### config.mk
export PLATFORM = sky130hd
export DESIGN_NAME = execute_scalar
export DESIGN_NICKNAME = d
export VERILOG_FILES = /design/src/logic/exec_pkg.sv /design/src/logic/alu_unit.sv /design/src/logic/commit_fifo.sv /design/src/logic/commit_drain.sv /design/src/logic/execute_scalar.sv
export SDC_FILE = /design/constraint.sdc
export NUM_CORES = 1
export LEC_CHECK = 0
export ABC_AREA = 1
export BUFFER_PORTS_ARGS = -buffer_cell sky130_fd_sc_hd__buf_2
export CAP_MARGIN = 5
export CORE_ASPECT_RATIO = 1.25
export CORE_UTILIZATION = 42
export DETAILED_ROUTE_END_ITERATION = 7
export GPL_ROUTABILITY_DRIVEN = 0
export MAX_ROUTING_LAYER = met4
export PLACE_DENSITY_LB_ADDON = 0.08
export SLEW_MARGIN = 20
export SYNTH_ARGS = -nofsm -noshare
export SYNTH_HDL_FRONTEND = slang
export SYNTH_SLANG_ARGS = --single-unit
### constraint.sdc
create_clock -name clk -period 3.5 [get_ports clk]
set_input_delay 0.175 -clock clk [delete_from_list [all_inputs] [get_ports clk]]
set_output_delay 0.175 -clock clk [all_outputs]
set_load 0.1 [all_outputs]
### src/logic/exec_pkg.sv
`default_nettype none

// shared types and constants for the scalar execute stage
package exec_pkg;

    // one data word, used for operands, results and branch targets
    typedef logic [31:0] word_t;

    // operation code as issued by the dispatcher
    typedef logic [3:0] alu_op_t;

    // arithmetic and logic operations
    localparam alu_op_t OP_ADD    = 4'd0;
    localparam alu_op_t OP_SUB    = 4'd1;
    localparam alu_op_t OP_AND    = 4'd2;
    localparam alu_op_t OP_OR     = 4'd3;
    localparam alu_op_t OP_XOR    = 4'd4;
    localparam alu_op_t OP_SLL    = 4'd5;
    localparam alu_op_t OP_SRL    = 4'd6;
    localparam alu_op_t OP_SLT    = 4'd7;

    // conditional branches resolve to pc + 4 or pc + a
    localparam alu_op_t OP_BEQ    = 4'd8;
    localparam alu_op_t OP_BNE    = 4'd9;
    localparam alu_op_t OP_BLT    = 4'd10;

    // thread mask write, an empty mask flushes the warp
    localparam alu_op_t OP_TMC    = 4'd11;

    // environment calls, from warp 0 they stop the simulation
    localparam alu_op_t OP_EBREAK = 4'd12;
    localparam alu_op_t OP_ECALL  = 4'd13;

    // codes 14 and 15 are unused and never issued

    // defaults for the top level parameters
    localparam int DEF_NUM_WARPS  = 4;
    localparam int DEF_FIFO_DEPTH = 8;

endpackage

`default_nettype wire

### src/logic/alu_unit.sv
`timescale 1ns/1ps
`default_nettype none

module alu_unit #(
    parameter int NUM_WARPS = exec_pkg::DEF_NUM_WARPS,
    localparam int WARP_W = (NUM_WARPS > 1) ? $clog2(NUM_WARPS) : 1
) (
    input  wire                   clk,
    input  wire                   rst_n,

    input  wire                   dispatch_valid,
    input  wire [WARP_W-1:0]      dispatch_warp,
    input  wire exec_pkg::alu_op_t dispatch_op,
    input  wire exec_pkg::word_t  dispatch_a,
    input  wire exec_pkg::word_t  dispatch_b,
    input  wire exec_pkg::word_t  dispatch_pc,

    output logic                  res_valid,
    output logic [WARP_W-1:0]     res_warp,
    output exec_pkg::word_t       res_data,
    output logic                  res_taken,

    output logic [NUM_WARPS-1:0]  branch_flush,
    output logic                  sim_ebreak
);
    import exec_pkg::*;

    word_t                result_c;
    logic                 taken_c;
    logic                 halt_c;
    logic [NUM_WARPS-1:0] flush_c;
    word_t                pc_next;
    word_t                pc_target;

    // both branch outcomes are formed up front, the op picks one
    assign pc_next   = dispatch_pc + 32'd4;
    assign pc_target = dispatch_pc + dispatch_a;

    always_comb begin
        result_c = '0;
        taken_c  = 1'b0;
        case (dispatch_op)
            OP_ADD: result_c = dispatch_a + dispatch_b;
            OP_SUB: result_c = dispatch_a - dispatch_b;
            OP_AND: result_c = dispatch_a & dispatch_b;
            OP_OR:  result_c = dispatch_a | dispatch_b;
            OP_XOR: result_c = dispatch_a ^ dispatch_b;
            OP_SLL: result_c = dispatch_a << dispatch_b[4:0];
            OP_SRL: result_c = dispatch_a >> dispatch_b[4:0];
            OP_SLT: result_c = word_t'($signed(dispatch_a) < $signed(dispatch_b));
            OP_BEQ: begin
                taken_c  = (dispatch_a == dispatch_b);
                result_c = taken_c ? pc_target : pc_next;
            end
            OP_BNE: begin
                taken_c  = (dispatch_a != dispatch_b);
                result_c = taken_c ? pc_target : pc_next;
            end
            OP_BLT: begin
                taken_c  = ($signed(dispatch_a) < $signed(dispatch_b));
                result_c = taken_c ? pc_target : pc_next;
            end
            OP_TMC: begin
                // the new mask is committed as the result
                result_c = dispatch_b;
                taken_c  = (dispatch_b == '0);
            end
            OP_EBREAK, OP_ECALL: result_c = dispatch_pc;
            default: result_c = '0;
        endcase
    end

    // only warp 0 may end the simulation
    assign halt_c = ((dispatch_op == OP_EBREAK) || (dispatch_op == OP_ECALL))
                 && (dispatch_warp == '0);

    // a taken branch or an empty thread mask flushes the issuing warp only
    always_comb begin
        flush_c = '0;
        if (taken_c) begin
            flush_c[dispatch_warp] = 1'b1;
        end
    end

    always_ff @(posedge clk or negedge rst_n) begin
        if (!rst_n) begin
            res_valid    <= 1'b0;
            branch_flush <= '0;
            sim_ebreak   <= 1'b0;
        end else begin
            res_valid    <= dispatch_valid;
            branch_flush <= dispatch_valid ? flush_c : '0;
            sim_ebreak   <= dispatch_valid && halt_c;
        end
    end

    always_ff @(posedge clk) begin
        if (dispatch_valid) begin
            res_warp  <= dispatch_warp;
            res_data  <= result_c;
            res_taken <= taken_c;
        end
    end

    // the dispatcher never issues one of the two spare op codes
    a_op_defined : assert property (
        @(posedge clk) disable iff (!rst_n)
        dispatch_valid |-> (dispatch_op <= OP_ECALL)
    ) else $error("alu_unit: undefined op code %0d dispatched", dispatch_op);

endmodule

`default_nettype wire

### src/logic/commit_fifo.sv
`timescale 1ns/1ps
`default_nettype none

module commit_fifo #(
    parameter int NUM_WARPS  = exec_pkg::DEF_NUM_WARPS,
    parameter int FIFO_DEPTH = exec_pkg::DEF_FIFO_DEPTH,
    localparam int WARP_W = (NUM_WARPS > 1) ? $clog2(NUM_WARPS) : 1
) (
    input  wire                  clk,
    input  wire                  rst_n,

    input  wire                  res_valid,
    input  wire [WARP_W-1:0]     res_warp,
    input  wire exec_pkg::word_t res_data,
    input  wire                  res_taken,

    input  wire                  fifo_pop,
    output logic                 fifo_empty,
    output logic [WARP_W-1:0]    head_warp,
    output exec_pkg::word_t      head_data,
    output logic                 head_taken,

    output logic                 dispatch_room
);
    import exec_pkg::*;

    localparam int PTR_W = (FIFO_DEPTH > 1) ? $clog2(FIFO_DEPTH) : 1;
    localparam int CNT_W = $clog2(FIFO_DEPTH + 1);

    logic [WARP_W-1:0]     warp_mem [FIFO_DEPTH];
    word_t                 data_mem [FIFO_DEPTH];
    logic [FIFO_DEPTH-1:0] taken_mem;

    logic [PTR_W-1:0] wr_ptr;
    logic [PTR_W-1:0] rd_ptr;
    logic [CNT_W-1:0] count;

    // pointers wrap at the depth, which need not be a power of two
    function automatic logic [PTR_W-1:0] next_ptr(input logic [PTR_W-1:0] ptr);
        if (ptr == PTR_W'(FIFO_DEPTH - 1)) begin
            return '0;
        end
        return ptr + 1'b1;
    endfunction

    always_ff @(posedge clk or negedge rst_n) begin
        if (!rst_n) begin
            wr_ptr <= '0;
            rd_ptr <= '0;
            count  <= '0;
        end else begin
            if (res_valid) begin
                wr_ptr <= next_ptr(wr_ptr);
            end
            if (fifo_pop) begin
                rd_ptr <= next_ptr(rd_ptr);
            end
            case ({res_valid, fifo_pop})
                2'b10:   count <= count + 1'b1;
                2'b01:   count <= count - 1'b1;
                default: count <= count;
            endcase
        end
    end

    always_ff @(posedge clk) begin
        if (res_valid) begin
            warp_mem[wr_ptr]  <= res_warp;
            data_mem[wr_ptr]  <= res_data;
            taken_mem[wr_ptr] <= res_taken;
        end
    end

    assign fifo_empty = (count == '0);
    assign head_warp  = warp_mem[rd_ptr];
    assign head_data  = data_mem[rd_ptr];
    assign head_taken = taken_mem[rd_ptr];

    // two free slots, one for the result in flight and one for a new dispatch
    assign dispatch_room = (count <= CNT_W'(FIFO_DEPTH - 2));

    // the room rule upstream must keep the buffer from overflowing
    a_no_overflow : assert property (
        @(posedge clk) disable iff (!rst_n)
        res_valid && !fifo_pop |-> (count != CNT_W'(FIFO_DEPTH))
    ) else $error("commit_fifo: push while full");

    a_no_underflow : assert property (
        @(posedge clk) disable iff (!rst_n)
        fifo_pop |-> !fifo_empty
    ) else $error("commit_fifo: pop while empty");

endmodule

`default_nettype wire

### src/logic/commit_drain.sv
`timescale 1ns/1ps
`default_nettype none

module commit_drain #(
    parameter int NUM_WARPS = exec_pkg::DEF_NUM_WARPS,
    localparam int WARP_W = (NUM_WARPS > 1) ? $clog2(NUM_WARPS) : 1
) (
    input  wire                  clk,
    input  wire                  rst_n,

    input  wire                  commit_stall,

    input  wire                  fifo_empty,
    input  wire [WARP_W-1:0]     head_warp,
    input  wire exec_pkg::word_t head_data,
    input  wire                  head_taken,
    output logic                 fifo_pop,

    output logic                 commit_valid,
    output logic [WARP_W-1:0]    commit_warp,
    output exec_pkg::word_t      commit_data,
    output logic                 commit_taken
);
    import exec_pkg::*;

    // the output register frees up when empty or when writeback takes it now
    assign fifo_pop = !fifo_empty && (!commit_valid || !commit_stall);

    always_ff @(posedge clk or negedge rst_n) begin
        if (!rst_n) begin
            commit_valid <= 1'b0;
        end else begin
            commit_valid <= fifo_pop || (commit_valid && commit_stall);
        end
    end

    always_ff @(posedge clk) begin
        if (fifo_pop) begin
            commit_warp  <= head_warp;
            commit_data  <= head_data;
            commit_taken <= head_taken;
        end
    end

    // writeback sees the same entry until it lifts the stall
    a_hold_under_stall : assert property (
        @(posedge clk) disable iff (!rst_n)
        commit_valid && commit_stall |=> commit_valid && $stable(commit_data)
    ) else $error("commit_drain: commit changed while stalled");

endmodule

`default_nettype wire

### src/logic/execute_scalar.sv
`timescale 1ns/1ps
`default_nettype none

module execute_scalar #(
    parameter int NUM_WARPS  = exec_pkg::DEF_NUM_WARPS,
    parameter int FIFO_DEPTH = exec_pkg::DEF_FIFO_DEPTH,
    localparam int WARP_W = (NUM_WARPS > 1) ? $clog2(NUM_WARPS) : 1
) (
    input  wire                    clk,
    input  wire                    rst_n,

    // dispatch, one instruction per strobe
    input  wire                    dispatch_valid,
    input  wire [WARP_W-1:0]       dispatch_warp,
    input  wire exec_pkg::alu_op_t dispatch_op,
    input  wire exec_pkg::word_t   dispatch_a,
    input  wire exec_pkg::word_t   dispatch_b,
    input  wire exec_pkg::word_t   dispatch_pc,
    output wire                    dispatch_room,

    // commit toward writeback
    input  wire                    commit_stall,
    output wire                    commit_valid,
    output wire [WARP_W-1:0]       commit_warp,
    output exec_pkg::word_t        commit_data,
    output wire                    commit_taken,

    output wire [NUM_WARPS-1:0]    branch_flush,
    output wire                    sim_ebreak
);
    import exec_pkg::*;

    wire                res_valid;
    wire [WARP_W-1:0]   res_warp;
    wire word_t         res_data;
    wire                res_taken;

    wire                fifo_pop;
    wire                fifo_empty;
    wire [WARP_W-1:0]   head_warp;
    wire word_t         head_data;
    wire                head_taken;

    alu_unit #(
        .NUM_WARPS      (NUM_WARPS)
    ) u_alu (
        .clk            (clk),
        .rst_n          (rst_n),
        .dispatch_valid (dispatch_valid),
        .dispatch_warp  (dispatch_warp),
        .dispatch_op    (dispatch_op),
        .dispatch_a     (dispatch_a),
        .dispatch_b     (dispatch_b),
        .dispatch_pc    (dispatch_pc),
        .res_valid      (res_valid),
        .res_warp       (res_warp),
        .res_data       (res_data),
        .res_taken      (res_taken),
        .branch_flush   (branch_flush),
        .sim_ebreak     (sim_ebreak)
    );

    commit_fifo #(
        .NUM_WARPS      (NUM_WARPS),
        .FIFO_DEPTH     (FIFO_DEPTH)
    ) u_fifo (
        .clk            (clk),
        .rst_n          (rst_n),
        .res_valid      (res_valid),
        .res_warp       (res_warp),
        .res_data       (res_data),
        .res_taken      (res_taken),
        .fifo_pop       (fifo_pop),
        .fifo_empty     (fifo_empty),
        .head_warp      (head_warp),
        .head_data      (head_data),
        .head_taken     (head_taken),
        .dispatch_room  (dispatch_room)
    );

    commit_drain #(
        .NUM_WARPS      (NUM_WARPS)
    ) u_drain (
        .clk            (clk),
        .rst_n          (rst_n),
        .commit_stall   (commit_stall),
        .fifo_empty     (fifo_empty),
        .head_warp      (head_warp),
        .head_data      (head_data),
        .head_taken     (head_taken),
        .fifo_pop       (fifo_pop),
        .commit_valid   (commit_valid),
        .commit_warp    (commit_warp),
        .commit_data    (commit_data),
        .commit_taken   (commit_taken)
    );

endmodule

`default_nettype wire

Word-level counts from Yosys, hierarchy flattened
Memory sizes are Yosys's and may differ from the RTL's. A register that Yosys moved wholly into a read port is not among the register bits.
Cells that the tools add are included.
- memories kept: 2
- bits in writable memories: 272
- input port bits: 106
- bits in registers: 61
- logic and storage cells: 96
- shift operators: 2
- equal/unequal tests: 19
- $add $sub $neg: 8
- bitwise gates (word level): 3
- mux-type cells: 25
- reductions and logical operators: 18
- order comparisons: 7
- memories (name ; words ; width ; read ports ; clocked after memory_dff ; wr ports ; line ; RTL):
    u_fifo.data_mem ; 8 ; 32 ; 1 ; 1 ; 1 ; commit_fifo.sv:31 ; word_t data_mem [FIFO_DEPTH];
    u_fifo.warp_mem ; 8 ; 2 ; 1 ; 1 ; 1 ; commit_fifo.sv:30 ; logic [WARP_W-1:0] warp_mem [FIFO_DEPTH];
- operator list (kind ; count):
    $pmux 32 s13 ; 1
    $mux 32 ; 3
    $add 32x32->32 ; 2
    $add 32x3->32 const B ; 1
    $and 32x32->32 ; 1
    $eq 32x32->1 ; 1
    $logic_not 32->1 ; 1
    $lt 32x32->1 ; 1
    $ne 32x32->1 ; 1
    $or 32x32->32 ; 1
    $shl 32x5->32 ; 1
    $shr 32x5->32 ; 1
    $sub 32x32->32 ; 1
    $xor 32x32->32 ; 1
    $eq 4x4->1 const B ; 6
    $eq 4x3->1 const B ; 4
    $mux 3 ; 4
    $mux 1 ; 9
    $bwmux 8 ; 1
    $eq 4x2->1 const B ; 2
    $logic_not 4->1 ; 2
    $lt 3x4->1 const B ; 2
    $mux 4 ; 2
    $pmux 4 s2 ; 1
    other kinds (21) ; 32

Logic depth before layout (Yosys ltp)
- depth in word-level cells: 6
- gate-level depth with buffers: 22
- gate-level depth less buffers: 19

Cells and area by module
A second synthesis with hierarchy kept.
- cell total of the unflattened synthesis: 3790
- area total of the unflattened synthesis: 27710.3 µm²
- by module, submodules not included (module ; instances ; cells an instance ; sequential area each (µm²) ; area each (µm²)):
    alu_unit ; 1 ; 2883 ; 1201.2 ; 15209.6
    commit_fifo ; 1 ; 868 ; 8658.3 ; 11408.4
    commit_drain ; 1 ; 39 ; 1076.0 ; 1092.3

Worst setup path before layout
OpenSTA, ideal clock, no wires.
- path kind: reg2reg
- start: register u_drain.commit_valid
- end: register u_fifo.count[3]
- clock period less this slack: 4.354 ns
- data required time: 3.377 ns
- path slack: -0.854 ns
- path buffers: 0
- arrival: 4.231 ns
- stages on the path, launching flop included: 11
- cell sequence: dfrtp_1 a21oi_1 ha_1 ha_1 nand2_1 nor2_1 a211oi_1 nor2_1 nor2_1 nand2_1 xnor2_1
- longest elaborated chain between the ends: 5
- elaborated cells on any way between the ends: 7
- classes of those cells: eq/ne (2); mux (1); reduce/logical (4)
- ends and longest elaborated chain (item ; line ; RTL):
    start: declaration ; commit_drain.sv:19 ; output logic commit_valid,
    start signal: assignment ; commit_drain.sv:33 ; commit_valid <= fifo_pop || (commit_valid && commit_stall);
    $logic_not 1->1 (*) ; commit_drain.sv:27 ; assign fifo_pop = !fifo_empty && (!commit_valid || !commit_stall);
    $logic_or 1x1->1 (*) ; commit_drain.sv:27 ;
    $logic_and 1x1->1 (*) ; commit_drain.sv:27 ;
    named net fifo_pop ; execute_scalar.sv:38 ; wire fifo_pop;
    $eq 2x1->1 / $eq 2x2->1 (equally long branches) ; commit_fifo.sv:58 ; case ({res_valid, fifo_pop})
    $pmux 4 s2 / $reduce_bool 2->1 (equally long branches) ; - ;
    end signal: assignment ; commit_fifo.sv:59 ; 2'b10: count <= count + 1'b1;
    end signal: assignment ; commit_fifo.sv:60 ; 2'b01: count <= count - 1'b1;
    end signal: assignment ; commit_fifo.sv:61 ; default: count <= count;
    end: declaration ; commit_fifo.sv:36 ; logic [CNT_W-1:0] count;
Mark *: on every way through the listed nets, which the timed path passes. The rest lies on a longest branch.
A chain may end at the register's enable or synchronous reset.

Worst setup path in the final report
- start: input port dispatch_op[2]
- end: register u_alu.branch_flush[1]
- longest elaborated chain between the ends: 4
- elaborated cells on any way between the ends: 7
- classes of those cells: eq/ne (4); mux (3)
- ends and longest elaborated chain (item ; line ; RTL):
    start: declaration ; execute_scalar.sv:15 ; input wire exec_pkg::alu_op_t dispatch_op,
    $eq 4x4->1 ; alu_unit.sv:42 ; case (dispatch_op)
    $pmux 1 s4 (*) ; alu_unit.sv:42 ;
    named net u_alu.taken_c ; alu_unit.sv:29 ; logic taken_c;
    $mux 4 (*) ; alu_unit.sv:80 ; if (taken_c) begin
    $mux 4 (*) ; alu_unit.sv:92 ; branch_flush <= dispatch_valid ? flush_c : '0;
    end signal: assignment ; alu_unit.sv:92 ;
    end: declaration ; alu_unit.sv:23 ; output logic [NUM_WARPS-1:0] branch_flush,
Marked as above.

==> impl_metrics.ini <==
[setup_path]
path_delay_family = simple AND/OR/NAND/NOR gates
r2r-start = u_fifo.count[1]
path_depth = 13
crit_fanout = 9
ff2ff_setup_slack_ps = 1020
r2r_cells = 11
crit_top_cell = nor2_1
crit_chain = buf_2 -> inv_1 -> nand2_1 -> nor2_1 -> inv_1 -> nor3_1 -> nand3_1 -> nor2_1 -> nor2_1 -> nand2_4 -> nand2_2 -> nor3_1 -> dlygate4sd3_1
cp.arrival_ps = 4110
cp_slowest_stage_delay_ps = 1020
path_buf_inv = 4
start_kind = input port
r2r-end = u_fifo.count[3]
required_ps = 4030
cp_slowest_cell = nor3_1
end_kind = flip-flop
worstSetupPathType = in2reg

[drt]
vias = 27700
drcViolationCount = 0
routed_wl_mm = 116
ant_nets = 0
drtIter0Drc = 2726
first_pass_iters = 8
vias_per_cell = 5.80
wl_per_cell_um = 24.4

[die]
die_h_um = 289
initial_core_util_pct = 42.7
die_x_um = 231
die_area_sq_mm = 0.0668
core_sq_mm = 0.0647
rows = 104
io-pin-count = 148

[yosys]
syn_nets = 4046
synth_mux_area_share_pct = 0.0725
yosys.area_share.xor_xnor_pct = 1.46
yosysSeqAreaShare_pct = 39.6
ys_ff_latch = 367
syn_inst = 3800
avgSynthCellArea_sq_um = 7.27
synth-compound-area-share_pct = 12.7
synth_top_family_by_area = simple AND/OR/NAND/NOR gates
yosysWarnings = 0
async_reset_ff_share_pct = 4.63
netlist_area_sq_mm = 0.0276
synth_fa_ha_area_share_pct = 6.45
yosys.cell_types.count = 58
synth-edff-count = 350
synth_ff_type = edfxtp_1
synth_simple_gate_area_share_pct = 31.9

[grt]
antenna_found_initial = 7
grt_max_degree = 70
grt_pass1_wl_mm = 169
grt_pass1_vias = 26500
grt_util_all_layers_pct = 35.5
overflow = 0

[final_layout]
finish.net_count = 4143
synthToLayoutAreaGrowth_pct = 9.98
final_area_sq_mm = 0.0304
fin_cells = 4772
fillers = 6619
layout_common_cells = nand2_1, nor2_1, nand3_1
ff_latch_area_sq_mm = 0.0109
drive_above_1_share_pct = 9.24
multiInputGateArea_sq_mm = 0.0146
layout_commonest_cell = nand2_1

[timing]
fmax_mhz = 279
fin_crit_sh_pct = 102
relSlewSlack_pct = 13.6
hold_violations = 0
drv_slew = 0
clock_skew_ps = 22.0
rsz0062_at_grt = false
hold_ws_ps = 50.6
setup_slack_ps = -80.1
worst_pin_slew_ps = 1290
setup_viol = 1
fin_crit_ps = 3580

[power_and_ir_drop]
swShare_pct = 45.1
clkPwrFrac_pct = 19.4
p_per_area_mw_per_mm2 = 557
power.switching_w = 0.00762
p_leak_nw = 13.3
ir_drop_v = 0.000407
pwr-share-comb_pct = 44.0
p_int_w = 0.00928
seq_power_share_pct = 36.7

[min_path]
hp-start = dispatch_pc[1]
holdPathStages = 3
whs_endpoint = u_alu.res_data[1]
hold_class = in2reg

[clock_tree]
clock-sinks = 367
clkLatencyLatePin_ps = 600
root_buffer = clkbuf_16
cts_tree = done
cts_resized = 0
clk_path_buf_depth = 3
htreeDepth = 1
cts-buffers-inserted = 31
clk_pin_slew_ps = 70

[placed_design]
place_area_sq_mm = 0.0294
port_buffers = 147
pre_cts_slack_ps = 324
dp_cells = 4706
place_hpwl_mm = 89.3

[run]
maxCapViolations = 0

[run_status]
violations = negative setup slack
status = finished, violations left
[synthesized netlist by cell type (all sizes together), types with 3 or more instances]
master  number  area share (%)
o21a         8            0.22
and2        16            0.36
nor4         8            0.18
nor3        54             1.0
buf         70             1.5
nand3      398             7.3
and3         3           0.068
xor2        29            0.92
nand4       43            0.97
o21ai      266             4.8
clkbuf      90             1.2
inv        381             5.2
a211oi      10            0.27
ha         136             6.2
o21bai      16            0.43
fa           4            0.29
nand2     1030              14
edfxtp     350              38
o221ai       9            0.29
nor2       512             7.4
a21oi      188             3.5
o22ai       65             1.5
or2          6            0.14
dfrtp       17             1.5
a21o         3           0.082
a31oi       46             1.0
xnor2       17            0.54
o211ai       9            0.26
[power groups by stage]
stage	logic (W)	clock network [W]	registers (W)
2_1_floorplan	0.00370	0	0.00774
3_3_place_gp	0.00737	0	0.00628
3_5_place_dp	0.00738	0	0.00630
4_1_cts	0.00739	0.00333	0.00620
5_1_grt	0.00805	0.00346	0.00627
6_report	0.00743	0.00328	0.00620
[registers in the layout, summed over array words and instances, names as in the netlist, 2 cells and up]
name	flops
u_alu.branch_flush	4
u_alu.res_data	32
u_alu.res_warp	2
u_drain.commit_data	32
u_drain.commit_warp	2
u_fifo.count	4
u_fifo.data_mem	256
u_fifo.rd_ptr	3
u_fifo.taken_mem	8
u_fifo.warp_mem	16
u_fifo.wr_ptr	3
[worst reg2reg max path: stages, from the launching register on]
cell and delay (ps):
dfrtp_1 430, nor4_1 600, a21oi_4 60, ha_1 250
ha_1 330, nand2_1 80, nor2_1 40, a211oi_1 260
nor2_1 70, nor2_1 90, nand2_1 70, xnor2_1 120
[per-stage QoR]
stage               util, %  TNS, ps  power, W
detailed placement     45.4        0    0.0137
global placement       45.4        0    0.0137
global route           47.0        0    0.0178
CTS                    46.9        0    0.0169
finish                 47.0    -80.1    0.0169
floorplan                 -        0    0.0114
[cells by family (layout without fill, tap and decap cells)]
family          after synthesis  after routing
mux                           2              2
other cells                   0              6
xor+xnor                     46             46
flops                       367            367
buf+inv                     543            661
simple gates               2074           2074
fa+ha+maj                   140            140
compound gates              628            628
[repair_timing]
action / CTS / global route
endpoints found under the setup margin: 0 / 0
hold buffers: 6 / 0
setup buffers: 0 / 0
hold endpoints to repair: 26 / 0
[worst max-delay path by stage]
stage	startpoint	end	slack [ps]
6_report	dispatch_op[2]	u_alu.branch_flush[1]	-80
5_1_grt	dispatch_op[2]	u_alu.branch_flush[1]	70
4_1_cts	dispatch_pc[0]	u_alu.res_data[28]	630
3_5_place_dp	dispatch_a[13]	u_alu.res_data[28]	320
3_3_place_gp	dispatch_a[14]	u_alu.res_data[28]	310
2_1_floorplan	u_drain.commit_valid	u_fifo.count[3]	70
[per-layer routing]
| metal | up-vias | part of all wire (%) | track usage (%) |
|---|---|---|---|
| met5 | - | 0 | - |
| met4 | 0 | 9.2 | 27.5 |
| met3 | 477 | 7.5 | 4.71 |
| met2 | 1444 | 47 | 58.5 |
| met1 | 12800 | 36 | 38.9 |
| li1 | 12900 | - | - |
[layout make-up]
cell class / instances / share of cell area (%)
Antenna cell: 6 / 0.0494
Clock buffer: 35 / 2.60
Clock inverter: 19 / 0.466
Inverter: 383 / 4.74
Multi-Input combinational cell: 2890 / 48.0
Sequential cell: 367 / 36.0
Tap cell: 848 / 3.49
Timing Repair Buffer: 224 / 4.62
Power figures use the tool's default switching activity.
